### src/verilog/arena_pkg.sv
package arena_pkg;

  typedef logic [11:0] coord_t;

  typedef struct packed {
    logic [3:0] r;
    logic [3:0] g;
    logic [3:0] b;
  } rgb_t;

  // table keeps raw words, painters and output look at channels
  typedef union packed {
    logic [11:0] raw;
    rgb_t        rgb;
  } color_u;

  typedef struct packed {
    coord_t hcount;
    coord_t vcount;
    logic   hsync;
    logic   vsync;
    logic   hblnk;
    logic   vblnk;
    logic   frame_start;
  } beam_t;

  typedef struct packed {
    beam_t  beam;
    color_u color;
  } pixel_t;

  typedef struct packed {
    coord_t left;
    coord_t right;
    coord_t top;
    coord_t bottom;
  } rect_t;

  typedef struct packed {
    logic [3:0] code;
    rect_t      rect;
    color_u     color;
  } obstacle_t;

  typedef enum logic [1:0] {
    MENU = 2'd0,
    PLAY = 2'd1,
    LOST = 2'd2,
    WON  = 2'd3
  } game_state_t;

  typedef struct packed {
    coord_t x;
    coord_t y;
  } cursor_t;

  typedef struct packed {
    rect_t       rect;
    logic [11:0] color;
  } table_entry_t;

  localparam int OBSTACLE_COUNT = 8;

  // overlapping on purpose, only the current code matters
  localparam table_entry_t OBSTACLE_TABLE [OBSTACLE_COUNT] = '{
    '{'{12'd40,  12'd70,  12'd40, 12'd70}, 12'hf00},
    '{'{12'd60,  12'd90,  12'd40, 12'd70}, 12'h00f},
    '{'{12'd80,  12'd110, 12'd40, 12'd70}, 12'hff0},
    '{'{12'd100, 12'd130, 12'd40, 12'd70}, 12'h0ff},
    '{'{12'd40,  12'd70,  12'd60, 12'd95}, 12'hf0f},
    '{'{12'd60,  12'd90,  12'd60, 12'd95}, 12'hf80},
    '{'{12'd80,  12'd110, 12'd60, 12'd95}, 12'h80f},
    '{'{12'd100, 12'd130, 12'd60, 12'd95}, 12'h08f}
  };

  localparam rect_t ARENA_RECT = '{12'd20, 12'd139, 12'd20, 12'd109};
  localparam int BORDER = 3;

  localparam logic [11:0] BG_COLOR     = 12'h000;
  localparam logic [11:0] ARENA_COLOR  = 12'h333;
  localparam logic [11:0] BORDER_COLOR = 12'hfff;
  localparam logic [11:0] HP_COLOR     = 12'h0f0;

  // hp bar sits in rows 4..7
  localparam int HP_BAR_TOP    = 4;
  localparam int HP_BAR_HEIGHT = 4;
  localparam int HP_BAR_LEFT   = 4;
  localparam int HP_BAR_STEP   = 4;

  localparam pixel_t PIXEL_IDLE = '{
    beam: '{hcount: 12'd0, vcount: 12'd0, hsync: 1'b1, vsync: 1'b1,
            hblnk: 1'b0, vblnk: 1'b0, frame_start: 1'b0},
    color: 12'h000
  };

  // bounds inclusive
  function automatic logic in_rect(rect_t r, coord_t x, coord_t y);
    return (x >= r.left) && (x <= r.right) && (y >= r.top) && (y <= r.bottom);
  endfunction

endpackage
### src/verilog/arena_top.sv
`timescale 1ns/1ps

module arena_top #(
  parameter int H_ACTIVE        = 160,
  parameter int H_FRONT         = 8,
  parameter int H_SYNC          = 16,
  parameter int H_BACK          = 16,
  parameter int V_ACTIVE        = 120,
  parameter int V_FRONT         = 2,
  parameter int V_SYNC          = 3,
  parameter int V_BACK          = 5,
  parameter int OBSTACLE_FRAMES = 4,
  parameter int HP_MAX          = 5
) (
  input  logic               pclk,
  input  logic               reset,
  input  logic               game_button,
  input  logic               menu_button,
  input  logic               victory_button,
  input  arena_pkg::cursor_t cursor,
  output logic               hs,
  output logic               vs,
  output arena_pkg::rgb_t    rgb,
  output logic [15:0]        led
);

  arena_pkg::beam_t       beam;
  arena_pkg::pixel_t      pixel_arena;
  arena_pkg::pixel_t      pixel_obstacle;
  arena_pkg::pixel_t      pixel_hp;
  arena_pkg::game_state_t state;
  arena_pkg::obstacle_t   obstacle;
  logic                   victory;
  logic                   hp_empty;
  logic [3:0]             hp;

  vga_timing #(
    .H_ACTIVE(H_ACTIVE), .H_FRONT(H_FRONT), .H_SYNC(H_SYNC), .H_BACK(H_BACK),
    .V_ACTIVE(V_ACTIVE), .V_FRONT(V_FRONT), .V_SYNC(V_SYNC), .V_BACK(V_BACK)
  ) u_vga_timing (
    .pclk(pclk),
    .reset(reset),
    .beam(beam)
  );

  game_fsm u_game_fsm (
    .pclk(pclk),
    .reset(reset),
    .game_button(game_button),
    .menu_button(menu_button),
    .victory(victory),
    .hp_empty(hp_empty),
    .state(state)
  );

  obstacle_sequencer #(
    .OBSTACLE_FRAMES(OBSTACLE_FRAMES)
  ) u_obstacle_sequencer (
    .pclk(pclk),
    .reset(reset),
    .state(state),
    .frame_start(beam.frame_start),
    .victory_button(victory_button),
    .obstacle(obstacle),
    .victory(victory)
  );

  arena_painter u_arena_painter (
    .pclk(pclk),
    .reset(reset),
    .beam(beam),
    .pixel(pixel_arena)
  );

  obstacle_painter u_obstacle_painter (
    .pclk(pclk),
    .reset(reset),
    .pixel_in(pixel_arena),
    .obstacle(obstacle),
    .active(state == arena_pkg::PLAY),
    .pixel(pixel_obstacle)
  );

  hp_tracker #(
    .HP_MAX(HP_MAX)
  ) u_hp_tracker (
    .pclk(pclk),
    .reset(reset),
    .pixel_in(pixel_obstacle),
    .state(state),
    .obstacle(obstacle),
    .cursor(cursor),
    .pixel(pixel_hp),
    .hp(hp),
    .hp_empty(hp_empty)
  );

  // three pixel stages behind the counters
  assign hs  = pixel_hp.beam.hsync;
  assign vs  = pixel_hp.beam.vsync;
  assign rgb = pixel_hp.color.rgb;

  assign led = {4'b0000, hp, 2'b00, state, obstacle.code};

endmodule

### src/verilog/hp_tracker.sv
`timescale 1ns/1ps

module hp_tracker #(
  parameter int HP_MAX = 5
) (
  input  logic                   pclk,
  input  logic                   reset,
  input  arena_pkg::pixel_t      pixel_in,
  input  arena_pkg::game_state_t state,
  input  arena_pkg::obstacle_t   obstacle,
  input  arena_pkg::cursor_t     cursor,
  output arena_pkg::pixel_t      pixel,
  output logic [3:0]             hp,
  output logic                   hp_empty
);

  logic              hit;
  logic              blank;
  logic              in_bar;
  arena_pkg::coord_t bar_end;

  assign hit = arena_pkg::in_rect(obstacle.rect, cursor.x, cursor.y);

  // one hit point per frame while the cursor sits in the obstacle
  always_ff @(posedge pclk) begin
    if (reset) begin
      hp <= 4'(HP_MAX);
    end else if (state != arena_pkg::PLAY) begin
      hp <= 4'(HP_MAX);
    end else if (pixel_in.beam.frame_start && hit && (hp != '0)) begin
      hp <= hp - 1'b1;
    end
  end

  assign hp_empty = hp == '0;

  assign blank   = pixel_in.beam.hblnk || pixel_in.beam.vblnk;
  assign bar_end = arena_pkg::coord_t'(arena_pkg::HP_BAR_LEFT) +
                   arena_pkg::coord_t'(hp) * arena_pkg::coord_t'(arena_pkg::HP_BAR_STEP);
  assign in_bar  = (state != arena_pkg::MENU) && !blank &&
                   (pixel_in.beam.vcount >= arena_pkg::coord_t'(arena_pkg::HP_BAR_TOP)) &&
                   (pixel_in.beam.vcount < arena_pkg::coord_t'(arena_pkg::HP_BAR_TOP +
                                                               arena_pkg::HP_BAR_HEIGHT)) &&
                   (pixel_in.beam.hcount >= arena_pkg::coord_t'(arena_pkg::HP_BAR_LEFT)) &&
                   (pixel_in.beam.hcount < bar_end);

  always_ff @(posedge pclk) begin
    if (reset) begin
      pixel <= arena_pkg::PIXEL_IDLE;
    end else begin
      pixel.beam <= pixel_in.beam;
      if (in_bar) begin
        pixel.color.raw <= arena_pkg::HP_COLOR;
      end else begin
        pixel.color <= pixel_in.color;
      end
    end
  end

endmodule

### src/verilog/obstacle_painter.sv
`timescale 1ns/1ps

module obstacle_painter (
  input  logic                 pclk,
  input  logic                 reset,
  input  arena_pkg::pixel_t    pixel_in,
  input  arena_pkg::obstacle_t obstacle,
  input  logic                 active,
  output arena_pkg::pixel_t    pixel
);

  logic blank;
  logic in_obstacle;
  logic paint;

  assign blank       = pixel_in.beam.hblnk || pixel_in.beam.vblnk;
  assign in_obstacle = arena_pkg::in_rect(obstacle.rect, pixel_in.beam.hcount,
                                          pixel_in.beam.vcount);
  assign paint       = active && !blank && in_obstacle;

  always_ff @(posedge pclk) begin
    if (reset) begin
      pixel <= arena_pkg::PIXEL_IDLE;
    end else begin
      pixel.beam <= pixel_in.beam;
      // obstacle replaces whatever the arena stage drew
      if (paint) begin
        pixel.color <= obstacle.color;
      end else begin
        pixel.color <= pixel_in.color;
      end
    end
  end

endmodule

### src/verilog/arena_painter.sv
`timescale 1ns/1ps

module arena_painter (
  input  logic              pclk,
  input  logic              reset,
  input  arena_pkg::beam_t  beam,
  output arena_pkg::pixel_t pixel
);

  // arena minus its border
  localparam arena_pkg::rect_t INNER_RECT = '{
    arena_pkg::coord_t'(arena_pkg::ARENA_RECT.left + arena_pkg::BORDER),
    arena_pkg::coord_t'(arena_pkg::ARENA_RECT.right - arena_pkg::BORDER),
    arena_pkg::coord_t'(arena_pkg::ARENA_RECT.top + arena_pkg::BORDER),
    arena_pkg::coord_t'(arena_pkg::ARENA_RECT.bottom - arena_pkg::BORDER)
  };

  logic             blank;
  logic             in_arena;
  logic             in_inner;
  arena_pkg::color_u color;

  assign blank    = beam.hblnk || beam.vblnk;
  assign in_arena = arena_pkg::in_rect(arena_pkg::ARENA_RECT, beam.hcount, beam.vcount);
  assign in_inner = arena_pkg::in_rect(INNER_RECT, beam.hcount, beam.vcount);

  always_comb begin
    if (blank) begin
      color.raw = 12'h000;
    end else if (!in_arena) begin
      color.raw = arena_pkg::BG_COLOR;
    end else if (!in_inner) begin
      color.raw = arena_pkg::BORDER_COLOR;
    end else begin
      color.raw = arena_pkg::ARENA_COLOR;
    end
  end

  always_ff @(posedge pclk) begin
    if (reset) begin
      pixel <= arena_pkg::PIXEL_IDLE;
    end else begin
      pixel.beam  <= beam;
      pixel.color <= color;
    end
  end

endmodule

### src/verilog/obstacle_sequencer.sv
`timescale 1ns/1ps

module obstacle_sequencer #(
  parameter int OBSTACLE_FRAMES = 4
) (
  input  logic                   pclk,
  input  logic                   reset,
  input  arena_pkg::game_state_t state,
  input  logic                   frame_start,
  input  logic                   victory_button,
  output arena_pkg::obstacle_t   obstacle,
  output logic                   victory
);

  localparam int CNT_W = $clog2(OBSTACLE_FRAMES + 1);
  localparam int IDX_W = $clog2(arena_pkg::OBSTACLE_COUNT);

  logic [CNT_W-1:0]        frame_cnt;
  logic [3:0]              code;
  logic                    button_q;
  logic                    button_rise;
  logic                    frames_done;
  logic                    playing;
  logic                    advance;
  logic                    last;
  arena_pkg::table_entry_t entry;

  assign playing     = state == arena_pkg::PLAY;
  assign button_rise = victory_button && !button_q;
  assign frames_done = frame_start && (frame_cnt == CNT_W'(OBSTACLE_FRAMES - 1));
  assign advance     = playing && (button_rise || frames_done);
  assign last        = code == 4'(arena_pkg::OBSTACLE_COUNT - 1);

  always_ff @(posedge pclk) begin
    if (reset) begin
      frame_cnt <= '0;
      code      <= '0;
      button_q  <= 1'b0;
      victory   <= 1'b0;
    end else begin
      button_q <= victory_button;
      // advancing past the last obstacle wins instead of wrapping
      victory  <= advance && last;
      if (!playing) begin
        frame_cnt <= '0;
        code      <= '0;
      end else if (advance) begin
        frame_cnt <= '0;
        if (!last) begin
          code <= code + 1'b1;
        end
      end else if (frame_start) begin
        frame_cnt <= frame_cnt + 1'b1;
      end
    end
  end

  assign entry = arena_pkg::OBSTACLE_TABLE[code[IDX_W-1:0]];

  always_comb begin
    obstacle.code      = code;
    obstacle.rect      = entry.rect;
    obstacle.color.raw = entry.color;
  end

endmodule

### src/verilog/game_fsm.sv
`timescale 1ns/1ps

module game_fsm (
  input  logic                   pclk,
  input  logic                   reset,
  input  logic                   game_button,
  input  logic                   menu_button,
  input  logic                   victory,
  input  logic                   hp_empty,
  output arena_pkg::game_state_t state
);

  arena_pkg::game_state_t state_nxt;

  always_comb begin
    state_nxt = state;
    case (state)
      arena_pkg::MENU: begin
        if (game_button) begin
          state_nxt = arena_pkg::PLAY;
        end
      end
      arena_pkg::PLAY: begin
        // losing takes priority over a same-cycle victory
        if (hp_empty) begin
          state_nxt = arena_pkg::LOST;
        end else if (victory) begin
          state_nxt = arena_pkg::WON;
        end
      end
      arena_pkg::LOST, arena_pkg::WON: begin
        if (menu_button) begin
          state_nxt = arena_pkg::MENU;
        end
      end
      default: begin
        state_nxt = arena_pkg::MENU;
      end
    endcase
  end

  always_ff @(posedge pclk) begin
    if (reset) begin
      state <= arena_pkg::MENU;
    end else begin
      state <= state_nxt;
    end
  end

endmodule

### src/verilog/vga_timing.sv
`timescale 1ns/1ps

module vga_timing #(
  parameter int H_ACTIVE = 160,
  parameter int H_FRONT  = 8,
  parameter int H_SYNC   = 16,
  parameter int H_BACK   = 16,
  parameter int V_ACTIVE = 120,
  parameter int V_FRONT  = 2,
  parameter int V_SYNC   = 3,
  parameter int V_BACK   = 5
) (
  input  logic             pclk,
  input  logic             reset,
  output arena_pkg::beam_t beam
);

  localparam int H_TOTAL      = H_ACTIVE + H_FRONT + H_SYNC + H_BACK;
  localparam int V_TOTAL      = V_ACTIVE + V_FRONT + V_SYNC + V_BACK;
  localparam int H_SYNC_START = H_ACTIVE + H_FRONT;
  localparam int V_SYNC_START = V_ACTIVE + V_FRONT;

  arena_pkg::coord_t hcount;
  arena_pkg::coord_t vcount;
  logic              line_end;
  logic              frame_end;

  assign line_end  = hcount == arena_pkg::coord_t'(H_TOTAL - 1);
  assign frame_end = vcount == arena_pkg::coord_t'(V_TOTAL - 1);

  always_ff @(posedge pclk) begin
    if (reset) begin
      hcount <= '0;
      vcount <= '0;
    end else if (line_end) begin
      hcount <= '0;
      vcount <= frame_end ? '0 : vcount + 1'b1;
    end else begin
      hcount <= hcount + 1'b1;
    end
  end

  // sync pulses active low
  always_comb begin
    beam.hcount      = hcount;
    beam.vcount      = vcount;
    beam.hsync       = !((hcount >= arena_pkg::coord_t'(H_SYNC_START)) &&
                         (hcount < arena_pkg::coord_t'(H_SYNC_START + H_SYNC)));
    beam.vsync       = !((vcount >= arena_pkg::coord_t'(V_SYNC_START)) &&
                         (vcount < arena_pkg::coord_t'(V_SYNC_START + V_SYNC)));
    beam.hblnk       = hcount >= arena_pkg::coord_t'(H_ACTIVE);
    beam.vblnk       = vcount >= arena_pkg::coord_t'(V_ACTIVE);
    beam.frame_start = (hcount == '0) && (vcount == '0);
  end

endmodule

### config.mk
export PLATFORM = sky130hd
export DESIGN_NAME = arena_top
export DESIGN_NICKNAME = d
export VERILOG_FILES = /design/src/verilog/arena_pkg.sv /design/src/verilog/arena_top.sv /design/src/verilog/hp_tracker.sv /design/src/verilog/obstacle_painter.sv /design/src/verilog/arena_painter.sv /design/src/verilog/obstacle_sequencer.sv /design/src/verilog/game_fsm.sv /design/src/verilog/vga_timing.sv
export SDC_FILE = /design/constraint.sdc
export NUM_CORES = 1
export LEC_CHECK = 0
export BUFFER_PORTS_ARGS = -buffer_cell sky130_fd_sc_hd__buf_2
export CAP_MARGIN = 20
export CELL_PAD_IN_SITES_DETAIL_PLACEMENT = 0
export CELL_PAD_IN_SITES_GLOBAL_PLACEMENT = 2
export CORE_MARGIN = 1
export CORE_UTILIZATION = 30
export CTS_CLUSTER_SIZE = 10
export DETAILED_ROUTE_END_ITERATION = 16
export PLACE_DENSITY = 0.72
export SLEW_MARGIN = 20
export SYNTH_ARGS = -nofsm -noshare
export SYNTH_HDL_FRONTEND = slang
export SYNTH_HIERARCHICAL = 1
export SYNTH_SLANG_ARGS = --single-unit
export TNS_END_PERCENT = 1
### constraint.sdc
create_clock -name pclk -period 3.1 [get_ports pclk]
set_clock_uncertainty 0.1 [all_clocks]
set_input_delay 0.155 -clock pclk [delete_from_list [all_inputs] [get_ports pclk]]
set_output_delay 0.155 -clock pclk [all_outputs]
set_load 0.02 [all_outputs]
==> results of run 1 <==
## worst max-delay path: cells and delay by family, from the launching register on
kind | cells | cell delay [ns]
fa+ha+maj | 3 | 0.68
compound gates | 4 | 0.81
buf+inv | 1 | 0.07
simple gates | 4 | 0.75
flops | 1 | 0.36
## cell type report
cell class | instances | share of cell area [%]
Multi-Input combinational cell | 626 | 51.4
Tap cell | 335 | 4.68
Inverter | 112 | 4.70
Sequential cell | 121 | 27.1
Timing Repair Buffer | 72 | 4.99
Clock buffer | 17 | 4.75
Clock inverter | 15 | 2.36
## per-layer routing
layer / track usage [%] / wire [microns]
met5: 0 / 0
met1: 18.7 / 8950
met2: 21.4 / 7710
met3: 2.78 / 547
met4: 5.39 / 344
## power groups by stage
stage	Sequential [mW]	Combinational (mW)	Clock, mW
final	1.58	0.328	2.14
after global routing	1.58	0.382	2.27
after CTS	1.58	0.323	2.19
after detailed placement	1.62	0.317	0
after global placement	1.62	0.315	0
after floorplan	1.61	0.266	0
## registers in the layout (all words and copies together), names as in the netlist, 2 cells and up
| register | flops |
|---|---|
| u_arena_painter/pixel | 31 |
| u_obstacle_sequencer/code | 4 |
| u_vga_timing/hcount | 12 |
| u_hp_tracker/pixel | 14 |
| u_game_fsm/state | 2 |
| u_obstacle_sequencer/frame_cnt | 3 |
| u_hp_tracker/hp | 4 |
| u_obstacle_painter/pixel | 37 |
| u_vga_timing/vcount | 12 |
## layout by cell type (no fill, tap or decap), types with 8 or more instances in the layout
| cell | instances |
|---|---|
| nand4_1 | 24 |
| a211oi_1 | 10 |
| a21oi_1 | 43 |
| nor2b_1 | 57 |
| nor4_1 | 8 |
| buf_2 | 52 |
| or4_1 | 10 |
| mux2i_1 | 16 |
| nand3_1 | 24 |
| ha_1 | 118 |
| xnor2_1 | 12 |
| a21o_1 | 12 |
| nand2b_1 | 30 |
| o21ai_0 | 20 |
| nor3_1 | 15 |
| nor2_1 | 47 |
| nand2_1 | 38 |
| buf_4 | 14 |
| and2_1 | 8 |
| conb_1 | 38 |
| dfxtp_1 | 120 |
| clkbuf_16 | 17 |
| inv_1 | 112 |
## final timing paths
kind | slack, ns | end | cells after the start | start
setup / recovery | 0.21 | u_hp_tracker/hp[2]$_SDFFE_PP1P_ | 12 | u_obstacle_sequencer/code[0]$_SDFFE_PP0P_
hold / removal | 0.21 | u_hp_tracker/pixel[7]$_SDFF_PP0_ | 2 | reset
setup reg to reg | 0.21 | u_hp_tracker/hp[2]$_SDFFE_PP1P_ | 12 | u_obstacle_sequencer/code[0]$_SDFFE_PP0P_
hold reg to reg | 0.31 | u_obstacle_painter/pixel[16]$_SDFF_PP1_ | 1 | u_arena_painter/pixel[16]$_SDFF_PP1_
## per-stage QoR
stage                     std cells  utilization (%)  cell area, sq um  power [mW]  setup WS, ns
final                          1298             34.5              8950        4.05         0.213
after global routing           1298             34.5              8950        4.24        0.0149
after CTS                      1298             34.4              8950        4.10         0.121
after detailed placement       1263             31.9              8280        1.93         0.140
after global placement         1263             31.9              8280        1.93         0.188
after floorplan                 947                -              8040        1.88         0.321
## timing repair
action / CTS / global route
hold buffers: 3 / 0
resized for setup: 0 / 2
setup endpoints to repair: 0 / 16
endpoints found under the hold margin: 3 / 0
==> results_tabular.tex, run 1 <==
\begin{tabular}{lr}
\hline
Metric & Value \\
\hline
\multicolumn{2}{l}{\textbf{Outcome}} \\
Run status & finished clean \\
\multicolumn{2}{l}{\textbf{Synthesis}} \\
Synthesized netlist cell count & 912 \\
Mean post-synth cell area & between 8 and 9 sq um \\
Summed instance area of the synthesized netlist & 7910 sq um \\
Count of synthesis-stage warnings from yosys & 6 \\
\multicolumn{2}{l}{\textbf{Pwr}} \\
Combinational fraction of design power & about 8.1\% \\
Power per unit of standard cell area & 452 nW/um\^{}2 \\
Switching power as a share of total power & around a quarter \\
Portion of total power attributed to the clock network & 52.8\% \\
Largest voltage drop on the vdd net & 0.000290 V \\
Total leakage power & 3.90 nW \\
Int Power & 3.06 mW \\
Switching power & around 0.98 mW \\
Reg power frac & between 30\% and 40\% \\
\multicolumn{2}{l}{\textbf{Cells and area}} \\
Fillcell total & 2,786 \\
Area of combinational cells with multiple inputs & 4610 sq um \\
Number of diodes & 0 \\
Final net count & approximately 1,100 \\
Layout overhead on the synthesized area & 13.2\% \\
Fraction of final layout cells sized beyond drive strength 1 & between 10\% and 20\% \\
Storage cell area & 2420 sq um \\
\multicolumn{2}{l}{\textbf{Floorplan}} \\
Floorplan die height & 164 microns \\
Horizontal die dimension & 164 microns \\
Num ports & 59 \\
Core Box Area & 26,000 sq um \\
Starting utilization of the core area & between 30 and 40\% \\
Die area & 27,000 sq um \\
Std-Cell Rows & slightly below 60 \\
\multicolumn{2}{l}{\textbf{Clocking}} \\
Clock buffer depth & 2 \\
Sink count of the clock tree & 121 \\
Clock-pin slew on the worst setup and hold paths & roughly 0.06 ns \\
Clock network latency to the later pin of the worst-skew pair & 0.42 ns \\
Clock root cell & clkbuf\_16 \\
Cts bufs inserted & 17 \\
Maximum level of the CTS H-tree & 4 \\
Number of buffers inserted to repair setup after CTS & 0 \\
Clock tree from TritonCTS & built \\
\multicolumn{2}{l}{\textbf{Timing}} \\
Max-slew violation total from the final report & 0 \\
Maximum clock frequency & 346 MHz \\
Min Hold Slack & approximately 0.21 ns \\
Share of the cycle needed by the critical path after routing & 93.1\% \\
Worst rel slew slack & about half \\
Total negative slack & 0 ns \\
Min cycle time layout & 2.89 ns \\
Final count of negative-setup-slack endpoints & 0 \\
Slew @ Worst Pin & 0.737 ns \\
Setup repair after global routing missed its margin & no \\
Number of hold-slack violations in the final timing report & 0 \\
\multicolumn{2}{l}{\textbf{GRT}} \\
Number of global-route vias before repair & 5,657 \\
Pin count of the biggest net entering global routing & 62 \\
GRT Overall Usage & 13.8\% \\
Overall overflow remaining after global route & 0 \\
Global-route wire length before repair & 28,900 microns \\
Number of antenna violations at the first check in global routing & 0 \\
\multicolumn{2}{l}{\textbf{Drt}} \\
Routed wire per std cell & 13.5 microns \\
Starting DRC count in detailed routing & 260 \\
Total via count in the routed design & 5,795 \\
Antenna Violating Nets Remaining & 0 \\
Number of design rule violations left after detail routing & 0 \\
Avg Vias per Cell & roughly 4.5 \\
Final Routed Wirelength & 17,600 microns \\
Number of search-and-repair iterations in the first detailed-routing pass & 4 \\
\multicolumn{2}{l}{\textbf{Placed design}} \\
Count of input and output buffers & between 50 and 60 \\
Final HPWL from detailed placement & 13,700 microns \\
Gpl congestion & 0.787 \\
\multicolumn{2}{l}{\textbf{Hold path}} \\
Type of the tightest min-delay check & input pin to flip-flop \\
\multicolumn{2}{l}{\textbf{Critical path}} \\
Kind of launch point of the worst setup path & flip-flop \\
Slowest Stage Delay on Critical Path & 0.47 ns \\
Cells along the critical path & ha\_1, ha\_1, or2\_2, inv\_1, ha\_1, nand2\_1, nor2\_1, a211oi\_1, o211ai\_1, a32oi\_1, and4\_4, o21ai\_2 \\
Arrival time reported for the critical path endpoint & 3.08 ns \\
Peak fanout along the critical path & 8 \\
Critical path data required time & 3.29 ns \\
Class of the most critical setup path & flip-flop to flip-flop \\
Master of the slowest instance on the critical path & a32oi\_1 \\
Most Frequent Cell on Critical Path & ha\_1 \\
Endpoint class of the critical path & flip-flop \\
\multicolumn{2}{l}{\textbf{Run}} \\
Max-cap violation count & 0 \\
\hline
\end{tabular}
(Power assumes the default switching activity.)
==> run 2, diff against run 1 <==
--- a/config.mk
+++ b/config.mk
@@ -5,7 +5,6 @@
 export SDC_FILE = /design/constraint.sdc
 export NUM_CORES = 1
 export LEC_CHECK = 0
-export BUFFER_PORTS_ARGS = -buffer_cell sky130_fd_sc_hd__buf_2
 export CAP_MARGIN = 20
 export CELL_PAD_IN_SITES_DETAIL_PLACEMENT = 0
 export CELL_PAD_IN_SITES_GLOBAL_PLACEMENT = 2
@@ -13,7 +12,9 @@
 export CORE_UTILIZATION = 30
 export CTS_CLUSTER_SIZE = 10
 export DETAILED_ROUTE_END_ITERATION = 16
-export PLACE_DENSITY = 0.72
+export DONT_BUFFER_PORTS = 1
+export PLACE_DENSITY = 0.7
+export SKIP_LAST_GASP = 1
 export SLEW_MARGIN = 20
 export SYNTH_ARGS = -nofsm -noshare
 export SYNTH_HDL_FRONTEND = slang
==> constraint.sdc (replaced) <==
create_clock -name pclk -period 2.7 [get_ports pclk]
set_clock_uncertainty 0.1 [all_clocks]
set_input_delay 0.135 -clock pclk [delete_from_list [all_inputs] [get_ports pclk]]
set_output_delay 0.135 -clock pclk [all_outputs]
set_load 0.02 [all_outputs]
==> run 2 against run 1 <==
Effect of this change:
- the flow now finishes with violations (design-rule violations)
- first-iteration DRC count is 8.8% higher
- fmax grew 8.4%
- routed wire length up 2.3%
- global-route usage up 0.18 points
- design area increased by 1.3%
- largest power group unchanged
- highest routed layer unchanged
==> results_tabular.tex, run 2 (synthesized netlist as in run 1, its figures left out) <==
\begin{tabular}{lr}
\hline
Metric & Value \\
\hline
\multicolumn{2}{l}{\textbf{Cells and area}} \\
Largest regs & u\_obstacle\_painter/pixel x37, u\_arena\_painter/pixel x31, u\_hp\_tracker/pixel x14 \\
Most frequent cells in the layout & dfxtp\_1, ha\_1, inv\_1 \\
Number of flip-flops under the largest register name & 37 \\
Number of diodes & 0 \\
Most common cell after layout, fill and taps aside & dfxtp\_1 \\
Layout overhead on the synthesized area & 14.7\% \\
Final net count & 1,083 \\
Top register by number of flip-flops & u\_obstacle\_painter/pixel \\
Fraction of final layout cells sized beyond drive strength 1 & 15.0\% \\
Share of the core filled with cells & 34.9\% \\
\multicolumn{2}{l}{\textbf{Clocking}} \\
Clock tree from TritonCTS & built \\
Clock root cell & clkbuf\_16 \\
Sink count of the clock tree & 121 \\
Clock buffer depth & 2 \\
Clock-pin slew on the worst setup and hold paths & 0.06 ns \\
Maximum level of the CTS H-tree & 4 \\
Cts bufs inserted & 17 \\
Clock network latency to the later pin of the worst-skew pair & 0.41 ns \\
\multicolumn{2}{l}{\textbf{Drt}} \\
Avg Vias per Cell & 4.50 \\
Final Routed Wirelength & 18,000 microns \\
Antenna Violating Nets Remaining & 0 \\
Number of design rule violations left after detail routing & 2 \\
Routed wire per std cell & 14.0 microns \\
Total via count in the routed design & 5,782 \\
Number of search-and-repair iterations in the first detailed-routing pass & 10 \\
Starting DRC count in detailed routing & 283 \\
\multicolumn{2}{l}{\textbf{Timing}} \\
Max-slew violation total from the final report & 0 \\
Worst rel slew slack & 65.8\% \\
Final count of negative-setup-slack endpoints & 0 \\
Setup repair after global routing missed its margin & yes \\
Share of the cycle needed by the critical path after routing & 98.7\% \\
Maximum clock frequency & 375 MHz \\
Min cycle time layout & around 2.7 ns \\
Slew @ Worst Pin & 0.513 ns \\
Worst-case setup margin in the final layout & 0.0357 ns \\
Number of hold-slack violations in the final timing report & 0 \\
\multicolumn{2}{l}{\textbf{Critical path}} \\
Arrival time reported for the critical path endpoint & 2.85 ns \\
Critical path data required time & between 2 and 3 ns \\
Class of the most critical setup path & flip-flop to flip-flop \\
Kind of launch point of the worst setup path & flip-flop \\
Critical R2R Launch & u\_obstacle\_sequencer/code[1]\$\_SDFFE\_PP0P\_ \\
Endpoint class of the critical path & flip-flop \\
Peak fanout along the critical path & 8 \\
Startpoint of the worst setup timing path & u\_obstacle\_sequencer/code[1]\$\_SDFFE\_PP0P\_ \\
\multicolumn{2}{l}{\textbf{Pwr}} \\
Total leakage power & 3.86 nW \\
Power per unit of standard cell area & a little under 500 nW/um\^{}2 \\
Largest voltage drop on the vdd net & about 0.00036 V \\
Pwr Total & 4.36 mW \\
\multicolumn{2}{l}{\textbf{Placed design}} \\
Count of input and output buffers & 0 \\
Final HPWL from detailed placement & $\sim$14,000 microns \\
Minimum setup slack after placement & -0.147 ns \\
Gpl congestion & 0.823 \\
\multicolumn{2}{l}{\textbf{Floorplan}} \\
Horizontal die dimension & 164 microns \\
Die area & 27,000 sq um \\
Starting utilization of the core area & 30.4\% \\
Num ports & 59 \\
Core Box Area & 26,000 sq um \\
Floorplan die height & 164 microns \\
Std-Cell Rows & 59 \\
\multicolumn{2}{l}{\textbf{Outcome}} \\
Violated checks & design-rule violations \\
Run status & complete, but fails checks \\
\multicolumn{2}{l}{\textbf{Hold path}} \\
Type of the tightest min-delay check & input pin to flip-flop \\
Hold path start & reset \\
\multicolumn{2}{l}{\textbf{GRT}} \\
Number of antenna violations at the first check in global routing & 0 \\
Pin count of the biggest net entering global routing & between 90 and 100 \\
GRT Overall Usage & 14.0\% \\
Overall overflow remaining after global route & 0 \\
Number of global-route vias before repair & roughly 5,700 \\
Global-route wire length before repair & 29,200 microns \\
\multicolumn{2}{l}{\textbf{Run}} \\
Max-cap violation count & 0 \\
\hline
\end{tabular}
==> run 2: report_power, final <==
| part | total [mW] | switching, mW | internal, mW |
|---|---|---|---|
| combinational | 0.370 | 0.214 | 0.156 |
| clock | 2.18 | 0.855 | 1.32 |
| sequential | 1.81 | 0.0142 | 1.80 |
==> run 2: layout make-up <==
| class | instances | area (sq um) |
|---|---|---|
| clock buffers | 20 | 457 |
| clock inverters | 12 | 118 |
| fillers | 2720 | 16900 |
| inverters | 112 | 423 |
| multi-input cells | 626 | 4720 |
| flip-flops and latches | 121 | 2430 |
| well taps | 335 | 419 |
| repair buffers | 58 | 505 |
==> run 2: worst paths after layout <==
path	cells after the start	end	slack [ns]
min	2	u_vga_timing/hcount[2]$_SDFF_PP0_	0.01
min reg2reg	1	u_obstacle_painter/pixel[16]$_SDFF_PP1_	0.31
max reg2reg	14	u_hp_tracker/hp[2]$_SDFFE_PP1P_	0.04
max	14	u_hp_tracker/hp[2]$_SDFFE_PP1P_	0.04
==> run 2: critical path: stages, from the launching register on <==
cell and delay [ns]:
dfxtp_4 0.39, ha_4 0.17, ha_1 0.17, or2_4 0.26, buf_4 0.13, inv_1 0.04, ha_1 0.24, nand2_2 0.09
nor2_1 0.05, a211oi_2 0.19, o211ai_1 0.10, a32oi_1 0.15, buf_4 0.18, and4_4 0.22, o21ai_2 0.04
==> run 2: metrics by stage <==
stage	cells	instance area (sq um)	hold slack, ns	TNS [ns]
finish	1284	9070	0.0106	0
global route	1284	9070	0.0372	-1.54
CTS	1285	9020	0.0104	-0.110
detailed placement	1245	8270	0.132	-1.65
global placement	1245	8270	0.134	-0.905
floorplan	947	8050	0.104	0
==> run 2: layer usage <==
metal	GRT usage, %	part of all wire [%]
met1	18.5	50
met2	22.7	46
met3	2.83	3.0
met4	4.55	1.3
met5	0	0
==> run 2: timing repair <==
action                                 CTS  global route
gates resized for setup                 15            12
cloned                                   1             0
setup endpoints to repair               15            20
endpoints found under the hold margin  101             0
pin swaps                                6             6
setup buffers                            2             0
hold buffers                             5             0
